[src/common/axi_macros.svh]
`ifndef AXI_MACROS_SVH
`define AXI_MACROS_SVH

// axi master port widths
`define AXI_ADDR_WIDTH 64
`define AXI_DATA_WIDTH 64
`define AXI_ID_WIDTH   4

// user side line and burst limits
`define LINE_WIDTH     512
`define MAX_BEATS      8

// axi encodings
`define AXI_BURST_INCR 2'b01
`define AXI_RESP_OKAY  2'b00
`define AXI_SIZE_DWORD 2'b11

`endif

[src/common/axi_pkg.sv]
`include "axi_macros.svh"

package axi_pkg;

  typedef struct packed {
    logic                        op;    // 1 = write
    logic [`AXI_ADDR_WIDTH-1:0]  addr;
    logic [1:0]                  size;
    logic [7:0]                  blks;  // beats minus one
    logic [`LINE_WIDTH-1:0]      wdata;
  } user_req_t;

  typedef struct packed {
    logic [`LINE_WIDTH-1:0]      rdata;
    logic [1:0]                  resp;  // worst of the burst
  } user_rsp_t;

  typedef struct packed {
    logic [`AXI_ADDR_WIDTH-1:0]  addr;
    logic [`AXI_ID_WIDTH-1:0]    id;
    logic [7:0]                  len;
    logic [2:0]                  size;
    logic [1:0]                  burst;
  } axi_aw_t;

  typedef struct packed {
    logic [`AXI_ADDR_WIDTH-1:0]  addr;
    logic [`AXI_ID_WIDTH-1:0]    id;
    logic [7:0]                  len;
    logic [2:0]                  size;
    logic [1:0]                  burst;
  } axi_ar_t;

  typedef struct packed {
    logic [`AXI_DATA_WIDTH-1:0]   data;
    logic [`AXI_DATA_WIDTH/8-1:0] strb;
    logic                         last;
  } axi_w_t;

  typedef struct packed {
    logic [1:0]                  resp;
    logic [`AXI_ID_WIDTH-1:0]    id;
  } axi_b_t;

  typedef struct packed {
    logic [`AXI_DATA_WIDTH-1:0]  data;
    logic [1:0]                  resp;
    logic                        last;
    logic [`AXI_ID_WIDTH-1:0]    id;
  } axi_r_t;

endpackage

[src/axi_rw/axi_rw.sv]
`timescale 1ns/1ps
`include "axi_macros.svh"

module axi_rw import axi_pkg::*; (
  input  logic                     clock,
  input  logic                     rst_n_i,

  input  logic                     user_valid_i,
  input  user_req_t                user_req_i,
  input  logic [`AXI_ID_WIDTH-1:0] user_id_i,
  output logic                     user_ready_o,
  output user_rsp_t                user_rsp_o,

  output logic                     aw_valid_o,
  output axi_aw_t                  aw_o,
  input  logic                     aw_ready_i,
  output logic                     w_valid_o,
  output axi_w_t                   w_o,
  input  logic                     w_ready_i,
  input  logic                     b_valid_i,
  input  axi_b_t                   b_i,
  output logic                     b_ready_o,
  output logic                     ar_valid_o,
  output axi_ar_t                  ar_o,
  input  logic                     ar_ready_i,
  input  logic                     r_valid_i,
  input  axi_r_t                   r_i,
  output logic                     r_ready_o
);

  localparam int DW     = `AXI_DATA_WIDTH;
  localparam int LW     = `LINE_WIDTH;
  localparam int BEAT_W = $clog2(`MAX_BEATS);

  enum logic [2:0] {
    S_IDLE, S_AR, S_R, S_AW, S_W, S_B, S_DONE
  } state_q, state_d;

  user_req_t                req_q;
  logic [`AXI_ID_WIDTH-1:0] id_q;
  logic [BEAT_W-1:0]        beat_q;
  logic [LW-1:0]            line_q;
  logic [1:0]               resp_q;
  logic [DW/8-1:0]          strb_base;
  logic [7:0]               w_cnt_q;  // w beats since the aw handshake

  logic accept;
  logic r_hs;
  logic w_hs;
  logic b_hs;
  logic last_beat;

  assign accept    = (state_q == S_IDLE) && user_valid_i;
  assign r_hs      = (state_q == S_R) && r_valid_i;
  assign w_hs      = (state_q == S_W) && w_ready_i;
  assign b_hs      = (state_q == S_B) && b_valid_i;
  assign last_beat = (beat_q == req_q.blks[BEAT_W-1:0]);

  always_comb begin
    state_d = state_q;
    case (state_q)
      S_IDLE:  if (user_valid_i) state_d = user_req_i.op ? S_AW : S_AR;
      S_AR:    if (ar_ready_i) state_d = S_R;
      S_R:     if (r_valid_i && last_beat) state_d = S_DONE;
      S_AW:    if (aw_ready_i) state_d = S_W;
      S_W:     if (w_ready_i && last_beat) state_d = S_B;
      S_B:     if (b_valid_i) state_d = S_DONE;
      S_DONE:  state_d = S_IDLE;
      default: state_d = S_IDLE;
    endcase
  end

  always_ff @(posedge clock or negedge rst_n_i) begin
    if (!rst_n_i) begin
      state_q <= S_IDLE;
      beat_q  <= '0;
    end else begin
      state_q <= state_d;
      if (state_q == S_IDLE) begin
        beat_q <= '0;
      end else if (r_hs || w_hs) begin
        beat_q <= beat_q + 1'b1;
      end
    end
  end

  always_ff @(posedge clock) begin
    if (accept) begin
      req_q  <= user_req_i;
      id_q   <= user_id_i;
      line_q <= user_req_i.op ? user_req_i.wdata : '0;
      resp_q <= `AXI_RESP_OKAY;
    end else if (r_hs) begin
      line_q[beat_q*DW +: DW] <= r_i.data;  // beat k lands at 64k
      if (r_i.resp > resp_q) resp_q <= r_i.resp;
    end else if (w_hs) begin
      line_q <= {{DW{1'b0}}, line_q[LW-1:DW]};  // next beat to the bottom
    end else if (b_hs) begin
      resp_q <= b_i.resp;
    end
  end

  // byte lanes for sub-dword writes
  always_comb begin
    case (req_q.size)
      2'b00:   strb_base = 8'h01;
      2'b01:   strb_base = 8'h03;
      2'b10:   strb_base = 8'h0f;
      default: strb_base = 8'hff;
    endcase
  end

  assign aw_valid_o = (state_q == S_AW);
  assign aw_o = '{
    addr:  req_q.addr,
    id:    id_q,
    len:   req_q.blks,
    size:  {1'b0, req_q.size},
    burst: `AXI_BURST_INCR
  };

  assign w_valid_o = (state_q == S_W);
  assign w_o.data  = line_q[DW-1:0];
  assign w_o.strb  = (req_q.size == `AXI_SIZE_DWORD) ? '1 : (strb_base << req_q.addr[2:0]);
  assign w_o.last  = last_beat;

  assign b_ready_o = (state_q == S_B);

  assign ar_valid_o = (state_q == S_AR);
  assign ar_o = '{
    addr:  req_q.addr,
    id:    id_q,
    len:   req_q.blks,
    size:  {1'b0, req_q.size},
    burst: `AXI_BURST_INCR
  };

  assign r_ready_o = (state_q == S_R);

  assign user_ready_o     = (state_q == S_DONE);
  assign user_rsp_o.rdata = line_q;
  assign user_rsp_o.resp  = resp_q;

  always_ff @(posedge clock or negedge rst_n_i) begin
    if (!rst_n_i) begin
      w_cnt_q <= '0;
    end else if (aw_valid_o && aw_ready_i) begin
      w_cnt_q <= '0;
    end else if (w_valid_o && w_ready_i) begin
      w_cnt_q <= w_cnt_q + 1'b1;
    end
  end

  // w last only on beat len of the address phase
  a_w_last_on_len: assert property (@(posedge clock) disable iff (!rst_n_i)
    w_valid_o |-> (w_o.last == (w_cnt_q == aw_o.len)));

  a_r_id_match: assert property (@(posedge clock) disable iff (!rst_n_i)
    (r_valid_i && r_ready_o) |-> (r_i.id == id_q));

  a_b_id_match: assert property (@(posedge clock) disable iff (!rst_n_i)
    (b_valid_i && b_ready_o) |-> (b_i.id == id_q));

  // client bursts never exceed one line
  a_blks_range: assert property (@(posedge clock) disable iff (!rst_n_i)
    accept |-> (user_req_i.blks <= `MAX_BEATS - 1));

endmodule

[config.mk]
export PLATFORM = sky130hd
export DESIGN_NAME = axi_rw
export DESIGN_NICKNAME = d
export VERILOG_FILES = /design/src/common/axi_pkg.sv /design/src/axi_rw/axi_rw.sv
export VERILOG_INCLUDE_DIRS = /design/src /design/src/common
export SDC_FILE = /design/constraint.sdc
export NUM_CORES = 1
export LEC_CHECK = 0
export BUFFER_PORTS_ARGS = -buffer_cell sky130_fd_sc_hd__buf_2
export CAP_MARGIN = 20
export CORE_AREA = 2 2 549 551
export CTS_BUF_LIST = sky130_fd_sc_hd__clkbuf_4 sky130_fd_sc_hd__clkbuf_8
export CTS_CLUSTER_DIAMETER = 50
export DETAILED_ROUTE_END_ITERATION = 12
export DIE_AREA = 0 0 551 553
export PLACE_DENSITY_LB_ADDON = 0.08
export SLEW_MARGIN = 20
export SYNTH_ARGS = -nofsm -noshare
export SYNTH_HDL_FRONTEND = slang
export SYNTH_SLANG_ARGS = --single-unit
export TNS_END_PERCENT = 5
[constraint.sdc]
create_clock -name clock -period 10.6 [get_ports clock]
set_input_delay 0.53 -clock clock [delete_from_list [all_inputs] [get_ports clock]]
set_output_delay 0.53 -clock clock [all_outputs]
set_load 0.02 [all_outputs]
==> results list, run 1 <==
- CTS tree: built
- Traced cell by cell, the critical path runs through nor4b_2 > buf_4 > buf_4 > buf_4 > buf_4 > a21oi_2 > dlygate4sd3_1.
- Clock latency on the worst-skew pair: roughly 900 ps
- After detailed routing, the average wire length per cell comes to approximately 30 um.
* Outcome: finished, final reports clean
- Of the post-synthesis cell area, the dominant cell type holds 0.579.
* Post-route antenna net violation count: 0
- Dividing the detail-routed via count by the number of cells gives about 3.6.
- Site Rows: approximately 200
- Die footprint: approximately 300000 um2
* Worst hold path cell count: 3
- The count of buffers added on input and output ports is about 1.4k.
- The endpoint identified for the worst register-to-register timing path is line_q[173].
* Crit path kind: reg -> reg
* First-pass GRT wire length: around 330 mm
- From left edge to right edge, the die measures 551 um.
- Register-to-Register Path Depth: 7
- For this run, the share of the core covered by cells in the final layout is 0.172.
- In the final layout, the share of cells above drive strength 1 is 0.438.
- Ports: roughly 1.4k
- Of the synthesized area, sequential elements account for 0.585.
* Fin Clk Skew: a little under 40 ps
- Total via count after detailed routing: ~30k
* Startpoint kind of the worst setup timing path: register
- Overall power consumption after layout is estimated at approximately 18000 uW.
- The most used flip-flop cell after synthesis is sky130_fd_sc_hd__edfxtp_1.
- Among all stages on the critical path, the largest delay is contributed by sky130_fd_sc_hd__buf_4.
- FFs w/ async S/R, synth: 0.0100
- The number of buffers and inverters on the critical path is 5.
- In this design, the critical path's most frequently occurring cell is sky130_fd_sc_hd__buf_4.
- For this run the aggregate overflow at the end of global routing stands at 0.
* Met1 layer usage reported by global route: 0.204
- Register-to-register setup slack: roughly 5700 ps
* First-pass iteration count of the detailed router: 5
- Family of cells with the greatest summed delay on the critical path: buffers and inverters
- CTS H-tree depth: 4
* Switching power total: a little over 8000 uW
* Clock-pin slew reported for the worst setup and hold paths after clock tree synthesis: roughly 50 ps
- Setup-violating endpoint count in the final report: 0
- The worst hold path belongs to the class in -> reg.
* Transition time at the pin with the least slew margin: 1170 ps
* Final Slew Violations: 0
- During synthesis, Yosys emitted a total of 0 warnings.
* Number of DRC violations after detailed routing: 0
* Startpoint of the most critical register-to-register path: state_q[1]
- Half-perimeter wire length after placement: between 150 and 200 mm
- The first routing iteration left ~2.3k violations.
- In this run, synthesis produced a sequential element count of around 600.
- Synthesized area per cell: roughly 12 um2
- Final Net Count: 5146
- The share of total power dissipated in combinational logic is 0.487.
- GRT met2 Usage: 0.257
* Final total negative setup slack: 0 ps
* Synthesis-to-layout area growth: 68.1%
* Final WL: approximately 260 mm
- Final worst hold slack: between 100 and 150 ps
- Summed over all instances, the cell type with the most area after synthesis is sky130_fd_sc_hd__edfxtp_1.
* Crit path max fanout: 73
* Sw Ratio: 0.474
* Antenna violations before repair: a little over 80
- Synthesis produced a netlist whose cell count is 2556.
- Final estimated routing congestion in global placement: roughly 0.79
* Tot GR Track Use: 0.161
- Starting utilization of the core area: 0.102
* CP arrival: 5560 ps
- Entering global routing, the biggest net connects between 150 and 200 pins.
- STA puts the critical path data required time at 11240 ps.
* Final hold violations: 0
- The share of total power dissipated in the clock network is 0.200.
* CP peak stage delay: 870 ps
- In this run the most critical hold path is launched from user_req_i[46].
- F_max: 0.203 GHz
- In this run the static leakage power is just over 0.02 uW.
- Post-synth top cells: 590 x sky130_fd_sc_hd__edfxtp_1, 511 x sky130_fd_sc_hd__nand2_1, 170 x sky130_fd_sc_hd__a21oi_1
* Core outline area: 299000 um2
- Total CTS buffers: 173
* Clock Root Buffer: sky130_fd_sc_hd__clkbuf_8
- The tool flagged a number of max-cap violations equal to 0.
* Total power divided by cell area: between 300 and 400 nW/um2
- Across the VDD grid, the largest voltage drop is between 0.15 and 0.2 mV.
- In the global route stage, met3 resource usage came out at 0.0621.
- STA classifies the critical path endpoint as a register.
- Post-Synthesis Cell Area: between 30000 and 40000 um2
* Relative slew slack: 0.218
- Distinct cell type count after synthesis: 54
- By instance count, the leading cell after synthesis is sky130_fd_sc_hd__edfxtp_1.
- Internal power contribution: around 9000 uW
- Share of power burned in registers: 0.312
- Overall die height: roughly 550 um
- The synthesized design contains 590 enable-type register cells.
- Setup repair after global routing left no endpoint under its margin.
- Sorting the synthesized cells by area gives the leading types as sky130_fd_sc_hd__edfxtp_1 58%, sky130_fd_sc_hd__nand2_1 6.3%, sky130_fd_sc_hd__a221oi_2 5.9%, sky130_fd_sc_hd__a221oi_1 4.2%, sky130_fd_sc_hd__buf_4 3.7%.
- Vias in the first global route: between 30k and 40k
- Counting along the longest clock path gives a buffer depth of 4.
- Of the available clock period, the critical path in the final layout requires 0.465.
* Busiest layer in global routing: met2
* Number of filler cells placed in the layout: 33.7k
- Hold-critical path endpoint: line_q[46]
- Clock tree synthesis found a total of 598 sinks.
- Shortest clock period the worst path allows after layout: just under 5000 ps
==> worst max-delay path by stage <==
stage / startpoint / endpoint / slack [ps] / cells past startpoint
CTS: state_q[1] / line_q[173] / 5640 / 7
detailed placement: state_q[1] / line_q[295] / 6130 / 6
global placement: beat_q[0] / line_q[222] / 5880 / 8
finish: state_q[1] / line_q[173] / 5670 / 7
floorplan: beat_q[0] / line_q[256] / 5370 / 7
global route: state_q[1] / line_q[173] / 5440 / 7
==> what timing repair did <==
item                                   in CTS  in global routing
buffers inserted                            0                  0
hold buffers                              699                  0
resized for setup                           0                  0
endpoints found under the hold margin     593                  0
==> sequential cells by signal, summed over array words and instances, names as in the netlist <==
signal   cells
state_q      3
resp_q       2
ar_o        74
id_q         4
beat_q       3
line_q     512
==> power by group through the flow <==
stage | combinational [uW] | clock [uW] | sequential [uW]
finish | 8530 | 3510 | 5470
global route | 9260 | 3760 | 5610
CTS | 8790 | 3690 | 5520
detailed placement | 8220 | 0 | 5540
global placement | 8220 | 0 | 5550
floorplan | 3200 | 0 | 6490
==> cell usage in the layout (no fill, tap or decap), types with 8 or more instances in the layout <==
| master | netlist | final |
|---|---|---|
| sky130_fd_sc_hd__a21oi_1 | 170 | 164 |
| sky130_fd_sc_hd__a21oi_2 | 120 | 120 |
| sky130_fd_sc_hd__a221oi_1 | 147 | 147 |
| sky130_fd_sc_hd__a221oi_2 | 120 | 120 |
| sky130_fd_sc_hd__a222oi_1 | 53 | 53 |
| sky130_fd_sc_hd__a22o_1 | 64 | 64 |
| sky130_fd_sc_hd__a22oi_1 | 118 | 118 |
| sky130_fd_sc_hd__and3_1 | 14 | 14 |
| sky130_fd_sc_hd__buf_12 | 0 | 8 |
| sky130_fd_sc_hd__buf_2 | 148 | 1414 |
| sky130_fd_sc_hd__buf_4 | 149 | 52 |
| sky130_fd_sc_hd__bufinv_16 | 0 | 15 |
| sky130_fd_sc_hd__clkbuf_4 | 0 | 43 |
| sky130_fd_sc_hd__clkbuf_8 | 0 | 175 |
| sky130_fd_sc_hd__clkinv_1 | 0 | 34 |
| sky130_fd_sc_hd__clkinv_2 | 0 | 19 |
| sky130_fd_sc_hd__diode_2 | 0 | 31 |
| sky130_fd_sc_hd__dlygate4sd3_1 | 0 | 699 |
| sky130_fd_sc_hd__edfxtp_1 | 590 | 590 |
| sky130_fd_sc_hd__inv_1 | 62 | 62 |
| sky130_fd_sc_hd__nand2_1 | 511 | 511 |
| sky130_fd_sc_hd__nand3_1 | 17 | 17 |
| sky130_fd_sc_hd__nor2_1 | 18 | 14 |
| sky130_fd_sc_hd__nor3_1 | 9 | 9 |
| sky130_fd_sc_hd__o21ai_0 | 21 | 21 |
==> layout make-up <==
type,instances,area (um2),share of cell area
multi-input combinational,1452,10000,0.195
clock buffer,218,2730,0.0531
antenna,31,77.6,0.00151
clock inverter,80,782,0.0152
inverter,62,233,0.00453
timing repair buffer,2177,14700,0.286
tap,3958,4950,0.0963
sequential,598,17900,0.348
==> layer usage <==
layer | wire (um) | up-vias
met1 | 111000 | 15500
li1 | - | 13600
met5 | 82 | -
met3 | 24600 | 305
met2 | 115000 | 1400
met4 | 4960 | 16
==> per-stage QoR <==
step	instances	worst slack, ps	area, um2
finish	8576	5670	51400
global route	8558	5440	51400
CTS	8545	5640	51300
detailed placement	7548	6130	40800
global placement	7545	5880	40800
floorplan	2560	5370	30600
==> worst min-delay path: stages <==
cell and delay (ps):
sky130_fd_sc_hd__buf_2 80, sky130_fd_sc_hd__a22oi_1 180, sky130_fd_sc_hd__nand2_1 110
==> cells by family (layout without fill, tap and decap cells) <==
group / count (synthesis) / in the layout / synth area share
compound gates: 832 / 832 / 0.236
simple gates: 600 / 600 / 0.0811
flops: 598 / 598 / 0.585
buf+inv: 510 / 2537 / 0.0921
fa+ha+maj: 6 / 6 / 0.00245
xor+xnor: 5 / 5 / 0.00143
mux: 3 / 3 / 0.00102
other cells: 2 / 37 / 0.000246
(Power assumes the default switching activity.)
==> run 2: changes to the inputs <==
==> constraint.sdc (replaced) <==
create_clock -name clock -period 4.1 [get_ports clock]
set_input_delay 0.205 -clock clock [delete_from_list [all_inputs] [get_ports clock]]
set_output_delay 0.205 -clock clock [all_outputs]
set_load 0.02 [all_outputs]
==> run 2 against run 1 <==
  * Clock skew rose by 34 ps
  * Via count grew 11%
  * Clock power rose to 2.6 times the previous value
  * Worst hold slack better by 52 ps
  * Cell count increased by 8.6%
  * Count of clock-buffer cells in the layout increased by 9
  * Sequential power grew to 2.6 times the previous value
  * Total power grew to 2.8 times the previous value
  * Final area grew 15%
  * Maximum frequency grew 27%
  * Sequential cell count stayed put
  * Non-clock buffer count rose by 712
  * Highest routed layer unchanged
==> results list, run 2 (same netlist as run 1, synthesis figures left out) <==
- The run finished with clean final reports.
* Share of power burned in registers: 0.284 (-0.028)
- The number of buffers inserted by post-CTS setup repair was 0 (unchanged).
- The final worst slack is 231 ps (-5440 ps).
* Die footprint: 305000 um2 (unchanged)
- The number of port buffers is 1415 (unchanged).
- Synthesis-to-layout area growth: 92.9%
- Core outline area: 299000 um2 (unchanged)
- CTS H-tree depth: 4 (unchanged)
- The most critical setup path has its startpoint at state_q[0].
- The overall power of the completed layout came to 49700 uW (+180%).
* Highest-count cells in the layout ignoring fill and taps: 1414 x sky130_fd_sc_hd__buf_2, 1375 x sky130_fd_sc_hd__dlygate4sd3_1, 590 x sky130_fd_sc_hd__edfxtp_1
* Clock latency on the worst-skew pair: 960 ps (+40 ps)
- The maximum fanout along the worst path came to 118 (+62%).
- The sum of net half-perimeters after detailed placement came to 199 mm (+2.4%).
- Crit path kind: reg -> reg
- Fraction of power consumed by combinational cells: 0.534 (+0.047)
* Cell with the biggest individual delay on the critical path: sky130_fd_sc_hd__dfrtp_1
- Walking the worst path, the cells encountered are nor4b_4 > buf_4 > buf_12 > buf_12 > nand3_1 > dlygate4sd3_1 > o21ai_0 > dlygate4sd3_1.
- Area taken by multi-input logic gates: 10000 um2 (about the same)
* Starting utilization of the core area: 0.102 (unchanged)
* F_max: 0.258 GHz (+27%)
- Post-Layout Cell Count: 9313 (+8.6%)
* Wire length per cell after detailed routing: 28.1 um (-5.7%)
* Tot GR Track Use: 0.165 (+0.00435)
- The count of maximum capacitance violations came to 0 (unchanged).
- The detailed-route vias per instance is 3.68 (+2.3%).
* CP peak stage delay: 610 ps (-260 ps)
* CTS tree: built
- The remaining routing DRC violations is 0 (unchanged).
- First-pass iteration count of the detailed router: 7 (+2)
* Unrepaired setup endpoints after global routing: false
* Commonest non-fill, non-tap cell in the layout: sky130_fd_sc_hd__buf_2
- The via count of the first global-routing pass came to 35.9k (+11%).
- The number of flip-flops under the largest register name is 512 (unchanged).
* Internal power contribution: 27500 uW (+200%)
- The wire length of the first global-routing pass was 342 mm (+4.0%).
- The chip height was 553 um (unchanged).
- The switching power was 22300 uW (+170%).
* Final total negative setup slack: 0 ps (unchanged)
- Number of filler cells placed in the layout: 33.4k (-0.80%)
* Final Net Count: 5865 (+14%)
- In this run the critical register-to-register path is launched from state_q[0].
* Clock Root Buffer: sky130_fd_sc_hd__clkbuf_8
* Placed cell count: 7584 (+0.48%)
* Maximum number of pins on one net before global-route repair: 146 (-4.6%)
- Post-route antenna net violation count: 0 (unchanged)
- The fraction of power consumed by the clock network is 0.183 (-0.017).
* Worst min-delay path category: in -> reg
- The number of pins with negative max-slew slack in the final report is 0 (unchanged).
- Final critical-path share of the clock period: 0.944 (+0.479)
- The number of sinks on the clock net came to 598 (unchanged).
* Fraction of layout instances using a drive strength above 1: 0.388 (-0.0501)
- The aggregate routed wire length was 262 mm (+2.4%).
* Shortest clock period the worst path allows after layout: 3870 ps (-1060 ps)
- Largest reg by FF count: line_q
- Required time reported for the critical path endpoint: 4910 ps (-6330 ps)
* Final worst hold slack: 175 ps (+51.9 ps)
* Maximum resistive drop on vdd: 0.638 mV (+230%)
- In this run the most critical hold path is launched from r_i[69].
- Site Rows: 201 (unchanged)
- Transition time at the pin with the least slew margin: 1160 ps (-8.88 ps)
* Total CTS buffers: 180 (+4.0%)
* First DRT Iteration DRCs: 2129 (-6.5%)
- Total power divided by cell area: 843 nW/um2 (+150%)
* Relative slew slack: 0.224 (+0.00592)
- The number of ports placed on the die boundary came to 1431 (unchanged).
* Sw Ratio: 0.448 (-0.0262)
- The data arrival time of the critical path came to 4680 ps (-880 ps).
* Total grt overflow: 0 (unchanged)
- STA classifies the critical path startpoint as a register.
- Clock-pin slew reported for the worst setup and hold paths after clock tree synthesis: 50 ps (about the same)
- Leakage power total: 0.0237 uW (+17%)
- Fin Clk Skew: 73.3 ps (+34.0 ps)
* Number of buffers on the longest clock path: 4 (unchanged)
- The total number of vias is 34.3k (+11%).
- Antenna violations before repair: 75 (-9.6%)
* Setup-violating endpoint count in the final report: 0 (unchanged)
* Final estimated routing congestion in global placement: 0.789 (-0.18%)
- Setup slack after placement: 706 ps (-5420 ps)
* Final hold violations: 0 (unchanged)
- The footprint of the flip-flops and latches is 17900 um2 (unchanged).
- Sort of element at the end of the critical path: register
- The die extent in x was 551 um (unchanged).
==> run 2: cell count changes in the layout (fill, tap and decap cells not counted), sizes merged <==
cell         before   now
buf            1478  1514
bufinv           15    10
clkbuf          218   227
clkinv           54    69
clkinvlp          5     6
diode            31    38
dlygate4sd3     699  1375
inv              68    66
==> run 2: stage by stage <==
step / area (um2) / utilization
final: 59000 / 0.197
after CTS: 58900 / 0.197
after floorplan: 30600 / -
after global placement: 41500 / 0.139
after global routing: 59000 / 0.197
after detailed placement: 41500 / 0.139
==> run 2: repair_timing <==
action	CTS	global route
hold buffers	1375	0
hold endpoints to repair	604	0
resized for setup	0	1
endpoints found under the setup margin	0	1
==> run 2: cell type report <==
| class | count | area share |
|---|---|---|
| clock buffers | 227 | 0.0484 |
| flip-flops and latches | 598 | 0.304 |
| multi-input cells | 1452 | 0.170 |
| diodes | 38 | 0.00161 |
| repair buffers | 2889 | 0.376 |
| inverters | 62 | 0.00394 |
| well taps | 3958 | 0.0839 |
| clock inverters | 89 | 0.0123 |
==> run 2: critical path: cells and delay by family, from the launching register on <==
kind	cells	cell delay, ps
flip-flops	1	610
buffers and inverters	5	2180
AND/OR/NAND/NOR	2	690
AO/OA/AOI/OAI	1	80
==> run 2: layer usage <==
| metal | global-route usage | vias up | part of all wire |
|---|---|---|---|
| met5 | 0 | - | 0.00039 |
| met4 | 0.0340 | 18 | 0.021 |
| met3 | 0.0571 | 324 | 0.085 |
| met2 | 0.268 | 1401 | 0.45 |
| met1 | 0.210 | 17500 | 0.44 |
| li1 | - | 15100 | - |
==> run 2: power groups by stage <==
stage	logic [uW]	clock network [uW]	registers (uW)
after floorplan	8280	0	16800
final	26500	9100	14100
after global routing	28600	9800	14400
after global placement	21900	0	14300
after detailed placement	21800	0	14300
after CTS	27100	9610	14200
==> run 2: path summary, 6_finish.rpt <==
check	slack, ps	cells past startpoint	end
max	230	8	line_q[212]
min	180	4	line_q[254]
max reg2reg	230	8	line_q[212]
min reg2reg	670	2	line_q[254]
max in group asynchronous	3570	3	state_q[1]
min in group asynchronous	260	3	beat_q[2]
